$ cat config.mk
export PLATFORM = sky130hd
export DESIGN_NAME = pcie_req_fifo
export DESIGN_NICKNAME = d
export VERILOG_FILES = /design/src/common/pcie_app_pkg.sv /design/src/source/pcie_req_fifo.sv
export SDC_FILE = /design/constraint.sdc
export NUM_CORES = 1
export LEC_CHECK = 0
export ABC_AREA = 1
export ABC_CLOCK_PERIOD_IN_PS = 3200
export BUFFER_PORTS_ARGS = -buffer_cell sky130_fd_sc_hd__clkbuf_2
export CAP_MARGIN = 25
export CORE_MARGIN = 3
export CORE_UTILIZATION = 40
export CTS_BUF_LIST = sky130_fd_sc_hd__clkbuf_8
export DETAILED_ROUTE_END_ITERATION = 7
export PLACE_DENSITY_LB_ADDON = 0.25
export SLEW_MARGIN = 0
export SYNTH_ARGS = -nofsm -noshare
export SYNTH_HDL_FRONTEND = slang
export SYNTH_SLANG_ARGS = --single-unit
$ cat constraint.sdc
create_clock -name w_pcie_user_clk -period 3.2 [get_ports w_pcie_user_clk]
set_input_delay 0.16 -clock w_pcie_user_clk [delete_from_list [all_inputs] [get_ports w_pcie_user_clk]]
set_output_delay 0.16 -clock w_pcie_user_clk [all_outputs]
set_load 0.005 [all_outputs]
$ cat src/common/pcie_app_pkg.sv
/*
  Shared types and constants for the PCIe programmed-I/O endpoint.
  Holds the streaming beat, the receive word views and the request record
  passed from the decoder through the buffer to the completion engine.
*/
package pcie_app_pkg;

  // ------------------------------
  // Widths and TLP codes
  // ------------------------------
  localparam int DATA_W = 64;                     // Streaming beat width
  localparam int KEEP_W = DATA_W / 8;             // One keep bit per byte
  localparam int ADDR_W = 8;                      // Word address, sized for 256 words

  localparam logic [6:0] FMT_MRD32 = 7'b000_0000; // 3DW header, no data
  localparam logic [6:0] FMT_MWR32 = 7'b100_0000; // 3DW header, with data
  localparam logic [6:0] FMT_CPLD  = 7'b100_1010; // Completion with data

  localparam logic [2:0] CPL_STATUS_SC = 3'b000;  // Successful completion

  // One beat of the streaming bus, used on both directions
  typedef struct packed {
    logic [DATA_W-1:0] data;
    logic [KEEP_W-1:0] keep;
    logic              last;
    logic              valid;
  } stream_beat_t;

  // First receive beat, DW1 in the upper half
  typedef struct packed {
    logic [15:0] requester_id;
    logic [7:0]  tag;
    logic [3:0]  last_be;
    logic [3:0]  first_be;
    logic        rsvd0;
    logic [6:0]  fmt_type;                        // Format and type together
    logic        rsvd1;
    logic [2:0]  tc;
    logic [5:0]  rsvd2;                           // TH, TD, EP and friends
    logic [1:0]  attr;
    logic [1:0]  at;
    logic [9:0]  length;                          // In dwords
  } rx_hdr_t;

  // Second receive beat, address dword first
  typedef struct packed {
    logic [31:0] payload;                         // Write data, don't care on reads
    logic [31:0] address;                         // Bits 1:0 reserved
  } rx_adr_t;

  typedef union packed {
    rx_hdr_t hdr;
    rx_adr_t adr;
  } rx_word_u;

  // Decoded request
  typedef struct packed {
    logic              is_write;
    logic [15:0]       requester_id;
    logic [7:0]        tag;
    logic [3:0]        first_be;
    logic [ADDR_W-1:0] addr;
    logic [31:0]       wdata;
  } pio_req_t;

  typedef struct packed {
    logic [7:0] bus;
    logic [4:0] device;
    logic [2:0] func;
  } completer_id_t;

endpackage

$ cat src/source/pcie_req_fifo.sv
/*
  Request buffer between decoder and completion engine.
  Circular store of pio requests; each pop hands one credit back.
*/
module pcie_req_fifo import pcie_app_pkg::*; #(
  parameter int REQ_DEPTH = 4
) (
  input  logic     w_pcie_user_clk,
  input  logic     i_rst_n,
  input  logic     i_push,
  input  pio_req_t i_req,
  output pio_req_t o_head,
  output logic     o_head_valid,
  input  logic     i_pop,
  output logic     o_credit_return
);

  localparam int PTR_W = (REQ_DEPTH > 1) ? $clog2(REQ_DEPTH) : 1;
  localparam int CNT_W = $clog2(REQ_DEPTH + 1);

  pio_req_t         r_mem [REQ_DEPTH];
  logic [PTR_W-1:0] r_wr_ptr;
  logic [PTR_W-1:0] r_rd_ptr;
  logic [CNT_W-1:0] r_count;
  logic             r_credit;
  logic             w_pop;

  // Wrap at depth, not at a power of two
  function automatic logic [PTR_W-1:0] ptr_inc(input logic [PTR_W-1:0] ptr);
    return (ptr == PTR_W'(REQ_DEPTH - 1)) ? '0 : ptr + 1'b1;
  endfunction

  assign w_pop           = i_pop && o_head_valid;  // Pop on empty ignored
  assign o_head          = r_mem[r_rd_ptr];
  assign o_head_valid    = (r_count != '0);
  assign o_credit_return = r_credit;

  always_ff @(posedge w_pcie_user_clk or negedge i_rst_n) begin
    if (!i_rst_n) begin
      r_wr_ptr <= '0;
      r_rd_ptr <= '0;
      r_count  <= '0;
      r_credit <= 1'b0;
    end else begin
      if (i_push) r_wr_ptr <= ptr_inc(r_wr_ptr); // Credits keep it from overflowing
      if (w_pop)  r_rd_ptr <= ptr_inc(r_rd_ptr);
      r_count  <= r_count + CNT_W'(i_push) - CNT_W'(w_pop);
      r_credit <= w_pop;                          // One strobe per freed slot
    end
  end

  always_ff @(posedge w_pcie_user_clk) begin
    if (i_push) r_mem[r_wr_ptr] <= i_req;
  end

endmodule

==> impl_results.md <==
* Status: completed
* Core area at 29,000 um^2
* DRT iter0 DRCs at 421
* CP required at 3040 ps
* Least-Margin Pin Slew at 983 ps
* Pwr Density at 817 nW/um^2
* Top_reg_cell synth: edfxtp_1
* Fmax at 382 MHz
* Port Buffers at 143
* Compound-Gate Fraction of Synth Area at 0.122
* Final Hold Violating Endpoints at 0
* Relative slew slack at 0.344
* Post-layout util at 0.496
* Setup TNS at 0 ps
* Critical Setup Path Class: reg2out
* WP buf/inv at 2
* # rows at 62
* Drt wl/cell at 16.2 um
* Vias per cell at 4.64
* CTS Buffer Depth at 3
* Largest net degree at the start of global routing at 70
* Flop2flop setup slack at 1160 ps
* Reg2Reg Depth at 4
* Largest family of logic cells by synthesized area: compound AO/OA/AOI/OAI gates
* Hold Startpoint: i_req[53]
* Initial Util at 0.410
* Clk_skew at 15.1 ps
* First-pass GRT wire length at 38,100 um
* Max VDD drop at 467 uV
* Mux share of post-synthesis cell area at 0
* Die area at 31,800 um^2
* Fraction of registers with async set/reset at 0.0282
* Post-synthesis cell type count at 18
* Clock Root Buffer: clkbuf_8
* CP cell instances: inv_4 -> o211ai_1 -> nand2_1 -> clkbuf_2
* Synth Area in Adders at 0.00905
* Detailed Place HPWL at 14,000 um
* GRT overflow at 0
* Mapped Cells at 858
* Mapped Area at 11,900 um^2
* RSZ-0062 raised after global routing: false
* Final period util at 0.817
* Post-route ant nets at 0
* Sequential cell area at 8500 um^2
* Mapped Nets at 939
* Setup crit start kind: flop
* Die Height at 178 um
* CP max-delay cell: inv_4
* Vias in the first global route at 6,975
* Worst path max stage delay at 710 ps
* Dpl cells at 1,350
* Drt pass-1 iters at 5
* Hold Crit Class: in2reg
* Post-Synth XOR/XNOR Area at 0.00147
* Final WL at 24,500 um
* Hold depth at 2
* Post-synthesis simple-gate area fraction at 0.0718
* Worst skew pair latency at 550 ps
* Final Power at 11.8 mW
* Pleak at 5.87 nW
* Routability cong. at 0.712
* Fin nets at 1,169
* Register area share after synthesis at 0.714
* Final WS setup at 585 ps
* Final Slew Violations at 0
* Final worst path period need at 2620 ps
* DR DRC count at 0
* CTS HTree Levels at 2
* Ports at 144
* Number of flops mapped to enable cells by yosys at 276
* CP endpoint kind: primary output
* Commonest non-fill, non-tap cell in the layout: edfxtp_1
* Arr. time, crit path at 2460 ps
* Family with the most delay on the worst path: buffers and inverters
* YS warnings at 0
* Place WS at 1120 ps
* Multi-input combinational cell area at 2430 um^2
* Max-Cap Viols at 0
* Final setup viols at 0
* Die width at 178 um
* Synth Register Bits at 284
* Antenna violations before repair at 2
* Commonest non-fill, non-tap cells in the layout: edfxtp_1 (276), nand2_1 (222), inv_1 (167)
* Syn avg cell area at 13.9 um^2
* Layout cells sized above 1 at 0.262
* Routed vias at 7,001
* Clock-pin slew on the worst setup and hold paths at 60 ps
* Clock tree sinks at 284
* CP max FO at 69
* RR Startpoint: r_wr_ptr[0]$_DFFE_PN0P_
* CTS tree: built
* Crit. Startpoint: r_rd_ptr[1]$_DFFE_PN0P_
* Number of fill cells at 2,557
* Area grow syn2layout at 21.0%
* Post-CTS Resized at 0
* GR Util All Layers at 0.154
* Capturing point of the worst reg2reg path: r_mem[3][43]$_DFFE_PP_
* Hold path endpoint: r_mem[3][53]$_DFFE_PP_
* CTS buffer count at 47
* Final Instance Count excl. Fillers at 1,508
-- how the worst max path moves through the flow --
stage / endpoint / slack (ps) / depth (start not counted)
after detailed placement: r_mem[3][55]$_DFFE_PP_ / 1120 / 4
after global routing: o_head[16] / 390 / 4
after global placement: r_mem[3][54]$_DFFE_PP_ / 1130 / 4
final: o_head[17] / 580 / 4
after CTS: o_head[17] / 520 / 4
after floorplan: r_mem[2][0]$_DFFE_PP_ / 780 / 4
-- metal layers --
layer / vias to the layer above / share of wire / global-route usage
met5: - / 0.00053 / 0
met2: 177 / 0.47 / 0.250
met4: 2 / 0.017 / 0.0419
met1: 3340 / 0.46 / 0.211
li1: 3445 / - / -
met3: 37 / 0.054 / 0.0319
-- logic make-up (layout without fill, tap and decap cells) --
kind of cell | count (synthesis) | in the layout
flip-flops | 284 | 284
AND/OR/NAND/NOR | 227 | 227
buffers and inverters | 197 | 462
AO/OA/AOI/OAI | 140 | 140
adder cells (fa/ha/maj) | 8 | 8
XOR/XNOR | 2 | 2
other | 0 | 1
-- registers in the layout, indices dropped and copies added, names as in the netlist --
name / flops
r_wr_ptr: 2
o_credit_return: 1
r_rd_ptr: 2
r_mem: 276
r_count: 3
-- stage by stage --
step                      instance area, um^2  hold WS (ps)
after global routing                    14400           348
after global placement                  12800          27.8
final                                   14400           373
after CTS                               14400           328
after detailed placement                12800          33.4
after floorplan                         11900          -136
-- cells in the mapped netlist, types with 2 or more instances --
cell | count | area share
buf_2 | 17 | 0.0072
buf_6 | 27 | 0.026
dfrtp_1 | 8 | 0.017
edfxtp_1 | 276 | 0.70
ha_1 | 7 | 0.0074
inv_1 | 150 | 0.047
nand2_1 | 222 | 0.070
nand3_1 | 2 | 0.00084
nor2_1 | 3 | 0.00095
o211ai_1 | 58 | 0.037
o211ai_2 | 80 | 0.084
o21ai_0 | 2 | 0.00084
-- where the power goes --
group | switching (mW) | internal (mW) | leakage, nW
Clock | 1.37 | 1.39 | 0.490
Combinational | 2.39 | 1.47 | 2.75
Sequential | 0.361 | 4.78 | 2.63
Total | 4.12 | 7.64 | 5.87
-- cell type report --
class / count / area share
multi-input cells: 377 / 0.169
diodes: 1 / 0.000174
inverters: 151 / 0.0399
clock inverters: 36 / 0.0105
well taps: 384 / 0.0334
flip-flops and latches: 284 / 0.590
clock buffers: 48 / 0.0459
repair buffers: 227 / 0.111
-- what timing repair did --
action / in CTS / in global routing
endpoints found under the setup margin: 0 / 0
buffers inserted: 0 / 0
hold endpoints to repair: 289 / 0
hold buffers: 73 / 0
(Power assumes the default switching activity.)
