File: config.mk
export PLATFORM = sky130hd
export DESIGN_NAME = pcie_rx_engine
export DESIGN_NICKNAME = d
export VERILOG_FILES = /design/src/common/pcie_app_pkg.sv /design/src/rx_engine/pcie_rx_engine.sv
export SDC_FILE = /design/constraint.sdc
export NUM_CORES = 1
export LEC_CHECK = 0
export ABC_CLOCK_PERIOD_IN_PS = 2970
export BUFFER_PORTS_ARGS = -buffer_cell sky130_fd_sc_hd__buf_4
export CORE_AREA = 2 2 123 65
export CTS_BUF_LIST = sky130_fd_sc_hd__clkbuf_8
export CTS_CLUSTER_SIZE = 40
export DETAILED_ROUTE_END_ITERATION = 7
export DIE_AREA = 0 0 125 67
export MAX_ROUTING_LAYER = met4
export PLACE_DENSITY = 0.78
export SLEW_MARGIN = 25
export SYNTH_ARGS = -nofsm -noshare
export SYNTH_HDL_FRONTEND = slang
export SYNTH_SLANG_ARGS = --single-unit
export TNS_END_PERCENT = 50
File: constraint.sdc
create_clock -name w_pcie_user_clk -period 2.97 [get_ports w_pcie_user_clk]
set_input_delay 0.1485 -clock w_pcie_user_clk [delete_from_list [all_inputs] [get_ports w_pcie_user_clk]]
set_output_delay 0.1485 -clock w_pcie_user_clk [all_outputs]
set_load 0.02 [all_outputs]
File: src/common/pcie_app_pkg.sv
/*
  Shared types and constants for the PCIe programmed-I/O endpoint.
  Holds the streaming beat, the receive word views and the request record
  passed from the decoder through the buffer to the completion engine.
*/
package pcie_app_pkg;

  // ------------------------------
  // Widths and TLP codes
  // ------------------------------
  localparam int DATA_W = 64;                     // Streaming beat width
  localparam int KEEP_W = DATA_W / 8;             // One keep bit per byte
  localparam int ADDR_W = 8;                      // Word address, sized for 256 words

  localparam logic [6:0] FMT_MRD32 = 7'b000_0000; // 3DW header, no data
  localparam logic [6:0] FMT_MWR32 = 7'b100_0000; // 3DW header, with data
  localparam logic [6:0] FMT_CPLD  = 7'b100_1010; // Completion with data

  localparam logic [2:0] CPL_STATUS_SC = 3'b000;  // Successful completion

  // One beat of the streaming bus, used on both directions
  typedef struct packed {
    logic [DATA_W-1:0] data;
    logic [KEEP_W-1:0] keep;
    logic              last;
    logic              valid;
  } stream_beat_t;

  // First receive beat, DW1 in the upper half
  typedef struct packed {
    logic [15:0] requester_id;
    logic [7:0]  tag;
    logic [3:0]  last_be;
    logic [3:0]  first_be;
    logic        rsvd0;
    logic [6:0]  fmt_type;                        // Format and type together
    logic        rsvd1;
    logic [2:0]  tc;
    logic [5:0]  rsvd2;                           // TH, TD, EP and friends
    logic [1:0]  attr;
    logic [1:0]  at;
    logic [9:0]  length;                          // In dwords
  } rx_hdr_t;

  // Second receive beat, address dword first
  typedef struct packed {
    logic [31:0] payload;                         // Write data, don't care on reads
    logic [31:0] address;                         // Bits 1:0 reserved
  } rx_adr_t;

  typedef union packed {
    rx_hdr_t hdr;
    rx_adr_t adr;
  } rx_word_u;

  // Decoded request
  typedef struct packed {
    logic              is_write;
    logic [15:0]       requester_id;
    logic [7:0]        tag;
    logic [3:0]        first_be;
    logic [ADDR_W-1:0] addr;
    logic [31:0]       wdata;
  } pio_req_t;

  typedef struct packed {
    logic [7:0] bus;
    logic [4:0] device;
    logic [2:0] func;
  } completer_id_t;

endpackage

File: src/rx_engine/pcie_rx_engine.sv
/*
  Receive decoder. Splits two-beat MRd32/MWr32 TLPs into pio requests,
  drops anything else up to its last beat. Holds the credit count for
  the request buffer and stalls new TLPs while no credit is left.
*/
module pcie_rx_engine import pcie_app_pkg::*; #(
  parameter int REQ_DEPTH = 4
) (
  input  logic         w_pcie_user_clk,
  input  logic         i_rst_n,
  input  stream_beat_t i_rx,
  output logic         o_rx_ready,
  output logic         o_push,
  output pio_req_t     o_req,
  input  logic         i_credit_return
);

  localparam int CNT_W = $clog2(REQ_DEPTH + 1);

  typedef enum logic [1:0] {
    ST_HDR,                                       // Waiting for header beat
    ST_ADDR,                                      // Waiting for address/data beat
    ST_DISCARD                                    // Swallowing an unsupported TLP
  } rx_state_e;

  rx_state_e        r_state;
  logic [CNT_W-1:0] r_credit;
  logic             r_loaded;                     // Credits loaded after reset
  logic             r_push;
  pio_req_t         r_req;
  rx_word_u         w_word;
  logic             w_fire;
  logic             w_hdr_ok;
  logic             w_spend;

  assign w_word = i_rx.data;
  assign w_fire = i_rx.valid && o_rx_ready;

  // Single dword, 32-bit address, two beats
  assign w_hdr_ok = (w_word.hdr.fmt_type == FMT_MRD32 || w_word.hdr.fmt_type == FMT_MWR32) &&
                    (w_word.hdr.length == 10'd1) && !i_rx.last;

  // Credit is taken when the second beat lands
  assign w_spend = w_fire && (r_state == ST_ADDR) && i_rx.last;

  // New TLP only with a free slot
  assign o_rx_ready = (r_state == ST_HDR) ? (r_credit != '0) : 1'b1;

  assign o_push = r_push;
  assign o_req  = r_req;

  // ------------------------------
  // Beat FSM
  // ------------------------------
  always_ff @(posedge w_pcie_user_clk or negedge i_rst_n) begin
    if (!i_rst_n) begin
      r_state <= ST_HDR;
      r_push  <= 1'b0;
    end else begin
      r_push <= w_spend;                          // Push one cycle after beat two
      if (w_fire) begin
        case (r_state)
          ST_HDR:     if (w_hdr_ok) r_state <= ST_ADDR;
                      else if (!i_rx.last) r_state <= ST_DISCARD;
          ST_ADDR:    r_state <= i_rx.last ? ST_HDR : ST_DISCARD;
          ST_DISCARD: if (i_rx.last) r_state <= ST_HDR;
          default:    r_state <= ST_HDR;
        endcase
      end
    end
  end

  // ------------------------------
  // Credit counter
  // ------------------------------
  always_ff @(posedge w_pcie_user_clk or negedge i_rst_n) begin
    if (!i_rst_n) begin
      r_credit <= '0;
      r_loaded <= 1'b0;
    end else if (!r_loaded) begin
      r_credit <= REQ_DEPTH[CNT_W-1:0];           // Buffer starts empty
      r_loaded <= 1'b1;
    end else begin
      r_credit <= r_credit + CNT_W'(i_credit_return) - CNT_W'(w_spend);
    end
  end

  // Request fields, filled beat by beat
  always_ff @(posedge w_pcie_user_clk) begin
    if (w_fire && r_state == ST_HDR) begin
      r_req.is_write     <= (w_word.hdr.fmt_type == FMT_MWR32);
      r_req.requester_id <= w_word.hdr.requester_id;
      r_req.tag          <= w_word.hdr.tag;
      r_req.first_be     <= w_word.hdr.first_be;
    end
    if (w_fire && r_state == ST_ADDR) begin
      r_req.addr  <= w_word.adr.address[ADDR_W+1:2]; // Byte to word address
      r_req.wdata <= w_word.adr.payload;
    end
  end

endmodule

==> flow_results.xml <==
<?xml version="1.0" encoding="UTF-8"?>
<metrics>
  <group name="clocking">
    <metric name="clock_root_cell" unit="">sky130_fd_sc_hd__clkbuf_8</metric>
    <metric name="cts_tree" unit="">done</metric>
    <metric name="tritoncts.num_buffers" unit="">9</metric>
    <metric name="clock_sink_count" unit="">76</metric>
    <metric name="insertion_delay" unit="ps">350</metric>
    <metric name="post_cts_resized" unit="">0</metric>
    <metric name="htree_num_levels" unit="">3</metric>
    <metric name="ctsLongestPathBuffers" unit="">2</metric>
    <metric name="clkTransAtPathRegs" unit="ps">80</metric>
  </group>
  <group name="timing">
    <metric name="finClkSkew" unit="ps">5.314</metric>
    <metric name="min_clock_period_post_route" unit="ps">2189</metric>
    <metric name="final.hold.worst_slack" unit="ps">97.87</metric>
    <metric name="slew_headroom" unit="%">63.39</metric>
    <metric name="timing_hold_violations_final" unit="">0</metric>
    <metric name="post-route-period-util" unit="%">73.71</metric>
    <metric name="max_freq" unit="MHz">456.8</metric>
    <metric name="worst_pin_slew" unit="ps">549.1</metric>
    <metric name="setup-tns-final" unit="ps">0</metric>
    <metric name="setup_viol" unit="">0</metric>
    <metric name="grt_setup_unrepaired" unit="">no</metric>
    <metric name="slew_violations" unit="">0</metric>
  </group>
  <group name="die">
    <metric name="die_span_in_y" unit="microns">67</metric>
    <metric name="initial_utilization" unit="%">34.61</metric>
    <metric name="rows" unit="">22</metric>
    <metric name="area_of_the_core_region" unit="sq mm">0.007212</metric>
    <metric name="design.die.area" unit="sq mm">0.008375</metric>
    <metric name="chipWidth" unit="microns">125</metric>
    <metric name="io-pin-count" unit="">148</metric>
  </group>
  <group name="route">
    <metric name="vias" unit="">1664</metric>
    <metric name="route.detailed.vias_per_inst" unit="">4.311</metric>
    <metric name="firstDrtPassIters" unit="">4</metric>
    <metric name="drt_first_iter_violations" unit="">81</metric>
    <metric name="postRouteWirelength" unit="microns">5867</metric>
    <metric name="antenna_violation_net_count_after_detailed_routing" unit="">0</metric>
    <metric name="detailed_route_wire_length_per_cell" unit="microns">15.20</metric>
    <metric name="drc" unit="">0</metric>
  </group>
  <group name="power">
    <metric name="internal-power" unit="uW">1729</metric>
    <metric name="p_seq_share" unit="%">55.2</metric>
    <metric name="p_per_area" unit="mW/mm^2">534.4</metric>
    <metric name="total_switching_power" unit="uW">498.4</metric>
    <metric name="post-layout-total-power" unit="uW">2227</metric>
    <metric name="netSwitchingFraction" unit="%">22.38</metric>
    <metric name="power.ir.vdd_worst" unit="V">0.0002712</metric>
    <metric name="power.share.clock" unit="%">33.8</metric>
    <metric name="p_leak" unit="uW">0.001678</metric>
    <metric name="power.combinational.fraction" unit="%">11.0</metric>
  </group>
  <group name="setup_path">
    <metric name="worst-endpoint-arrival" unit="ps">2430</metric>
    <metric name="crit_path_top_delay_cell" unit="">sky130_fd_sc_hd__dfrtp_1</metric>
    <metric name="max_stage_delay" unit="ps">410</metric>
    <metric name="path_class" unit="">register to register</metric>
    <metric name="crit_required" unit="ps">3210</metric>
    <metric name="crit_path_max_fanout" unit="">4</metric>
    <metric name="cp_cell_sequence" unit="">and3b_2 -&gt; and2_1 -&gt; ha_1 -&gt; inv_1 -&gt; ha_1 -&gt; inv_1 -&gt; fa_1 -&gt; xor2_1 -&gt; xnor2_1 -&gt; nand2_1</metric>
    <metric name="cp_capture_type" unit="">register</metric>
    <metric name="timing.critical_path.from_type" unit="">register</metric>
  </group>
  <group name="yosys">
    <metric name="syn-mean-instance-area" unit="sq um">23.33</metric>
    <metric name="yosys_warnings" unit="">0</metric>
    <metric name="netlist_instances" unit="">107</metric>
    <metric name="ys_seq_elements" unit="">76</metric>
    <metric name="synth_fp_nets" unit="">187</metric>
    <metric name="post_synthesis_cell_area" unit="sq mm">0.002496</metric>
    <metric name="share_of_the_yosys_chip_area_belonging_to_registers" unit="%">90.03</metric>
    <metric name="netlist-cell-type-count" unit="">27</metric>
  </group>
  <group name="flow_run">
    <metric name="drv_cap" unit="">0</metric>
  </group>
  <group name="hold_path">
    <metric name="hold_path_class" unit="">primary input to register</metric>
  </group>
  <group name="status">
    <metric name="outcome" unit="">complete, no violations</metric>
  </group>
  <group name="cells_and_area">
    <metric name="fill_cells" unit="">564</metric>
    <metric name="post_route_cells_drive_above_1_share" unit="%">51.03</metric>
    <metric name="final_net_count" unit="">365</metric>
    <metric name="layout-area-overhead-vs-synth" unit="%">66.97</metric>
    <metric name="diodes" unit="">0</metric>
  </group>
  <group name="placed_design">
    <metric name="port-buffer-count" unit="">124</metric>
    <metric name="hpwlAfterDp" unit="microns">4049</metric>
    <metric name="gp_routability_congestion" unit="">0.8427</metric>
  </group>
  <group name="global_routing">
    <metric name="grt_pass1_vias" unit="">1712</metric>
    <metric name="overflow" unit="">0</metric>
    <metric name="grt_start_max_net_pins" unit="">41</metric>
    <metric name="globalRouteTotalUtil" unit="%">14.91</metric>
    <metric name="grt_antenna_before_repair" unit="">0</metric>
    <metric name="wire_length_of_the_first_global_routing_pass" unit="microns">8631</metric>
  </group>
</metrics>
## worst max-delay path: cells and delay by family, from the launching register on
| family | cells | cell delay (ps) |
|---|---|---|
| XOR/XNOR | 2 | 330 |
| adder cells (fa/ha/maj) | 3 | 780 |
| buffers and inverters | 2 | 100 |
| flip-flops | 1 | 410 |
| AND/OR/NAND/NOR | 3 | 480 |
## layout by cell type (no fill, tap or decap), types with 2 or more instances in the layout
cell type and n:
sky130_fd_sc_hd__clkbuf_8 9, sky130_fd_sc_hd__and2_1 3, sky130_fd_sc_hd__buf_4 126, sky130_fd_sc_hd__clkinvlp_4 4
sky130_fd_sc_hd__edfxtp_1 69, sky130_fd_sc_hd__nand2_1 2, sky130_fd_sc_hd__ha_1 2, sky130_fd_sc_hd__dfrtp_1 7
sky130_fd_sc_hd__dlygate4sd3_1 41, sky130_fd_sc_hd__inv_1 4
## cells in the mapped netlist
cell,count,area (sq um)
sky130_fd_sc_hd__o21ai_0,1,5.000
sky130_fd_sc_hd__o41ai_4,1,27.53
sky130_fd_sc_hd__nand4_1,1,6.260
sky130_fd_sc_hd__dfrtp_1,7,175.2
sky130_fd_sc_hd__and3b_2,1,10.01
sky130_fd_sc_hd__nor2b_1,1,6.260
sky130_fd_sc_hd__xor2_1,1,8.760
sky130_fd_sc_hd__nor4b_1,1,8.760
sky130_fd_sc_hd__o21a_1,1,7.510
sky130_fd_sc_hd__or3_2,1,7.510
sky130_fd_sc_hd__a21oi_1,1,5.000
sky130_fd_sc_hd__nor3_2,1,10.01
sky130_fd_sc_hd__nor3_1,1,5.000
sky130_fd_sc_hd__inv_1,3,11.26
sky130_fd_sc_hd__or4_2,1,8.760
sky130_fd_sc_hd__mux2_1,1,11.26
sky130_fd_sc_hd__ha_1,2,25.02
sky130_fd_sc_hd__nand2_1,2,7.510
sky130_fd_sc_hd__or4_1,1,7.510
sky130_fd_sc_hd__nor4_1,1,6.260
sky130_fd_sc_hd__fa_1,1,20.02
sky130_fd_sc_hd__nor2_1,1,3.750
sky130_fd_sc_hd__conb_1,1,3.750
sky130_fd_sc_hd__edfxtp_1,69,2072
sky130_fd_sc_hd__or2_4,1,8.760
sky130_fd_sc_hd__and2_1,3,18.77
sky130_fd_sc_hd__xnor2_1,1,8.760
## final timing paths
kind	startpoint	endpoint	slack [ps]	cells past startpoint
min in group asynchronous	i_rst_n	o_push	150	2
max	r_state[0]	r_credit[2]	780	10
min reg2reg	r_loaded	r_credit[2]	430	1
max reg2reg	r_state[0]	r_credit[2]	780	10
min	i_rx[1]	o_push	100	2
max in group asynchronous	i_rst_n	r_state[0]	2700	2
## what timing repair did
| item | in CTS | in global routing |
|---|---|---|
| endpoints found under the hold margin | 75 | 0 |
| hold buffers | 41 | 0 |
| buffers inserted | 0 | 0 |
## state kept, by name (all words and copies together), names as in the netlist
| register | cells |
|---|---|
| r_credit | 3 |
| o_push | 1 |
| o_req | 69 |
| r_loaded | 1 |
| r_state | 2 |
## cell type report
| cell class | instances | area [sq um] | share of cell area [%] |
|---|---|---|---|
| inverters | 3 | 11.26 | 0.2702 |
| clock inverters | 7 | 68.82 | 1.651 |
| clock buffers | 9 | 123.9 | 2.972 |
| well taps | 96 | 120.1 | 2.882 |
| multi-input cells | 28 | 240.2 | 5.764 |
| repair buffers | 167 | 1356 | 32.54 |
| flip-flops and latches | 76 | 2247 | 53.92 |
## per-stage QoR
step	utilization [%]	cells	instance area (sq um)	worst slack (ps)
global route	57.79	386	4168	662.3
detailed placement	49.43	329	3565	780.8
finish	57.79	386	4168	780.8
CTS	57.79	386	4168	766.9
global placement	49.43	329	3565	869.2
floorplan	-	107	2496	414.4
## kinds of logic after synthesis
group                      synth area share [%]
AOI/OAI and AO/OA                         1.804
xor gates and xnor gates                 0.7019
adders and majority gates                 1.804
buffers and inverters                    0.4511
DFF                                       90.03
muxes                                    0.4511
other                                    0.1502
and+or+nand+nor                           4.612
## power groups by stage
stage | Combinational (uW) | Sequential [uW] | Clock (uW)
after floorplan | 42.5 | 1290 | 0
after global placement | 195 | 1250 | 0
after detailed placement | 202 | 1250 | 0
after CTS | 246 | 1230 | 774
after global routing | 262 | 1230 | 822
final | 245 | 1230 | 752
## per-layer routing
metal  track usage, %  share of wire, %
met1            13.26                33
met2            28.13                60
met3            5.462               4.3
met4            8.611               3.0
met5                -                 0
(Power assumes the default switching activity.)
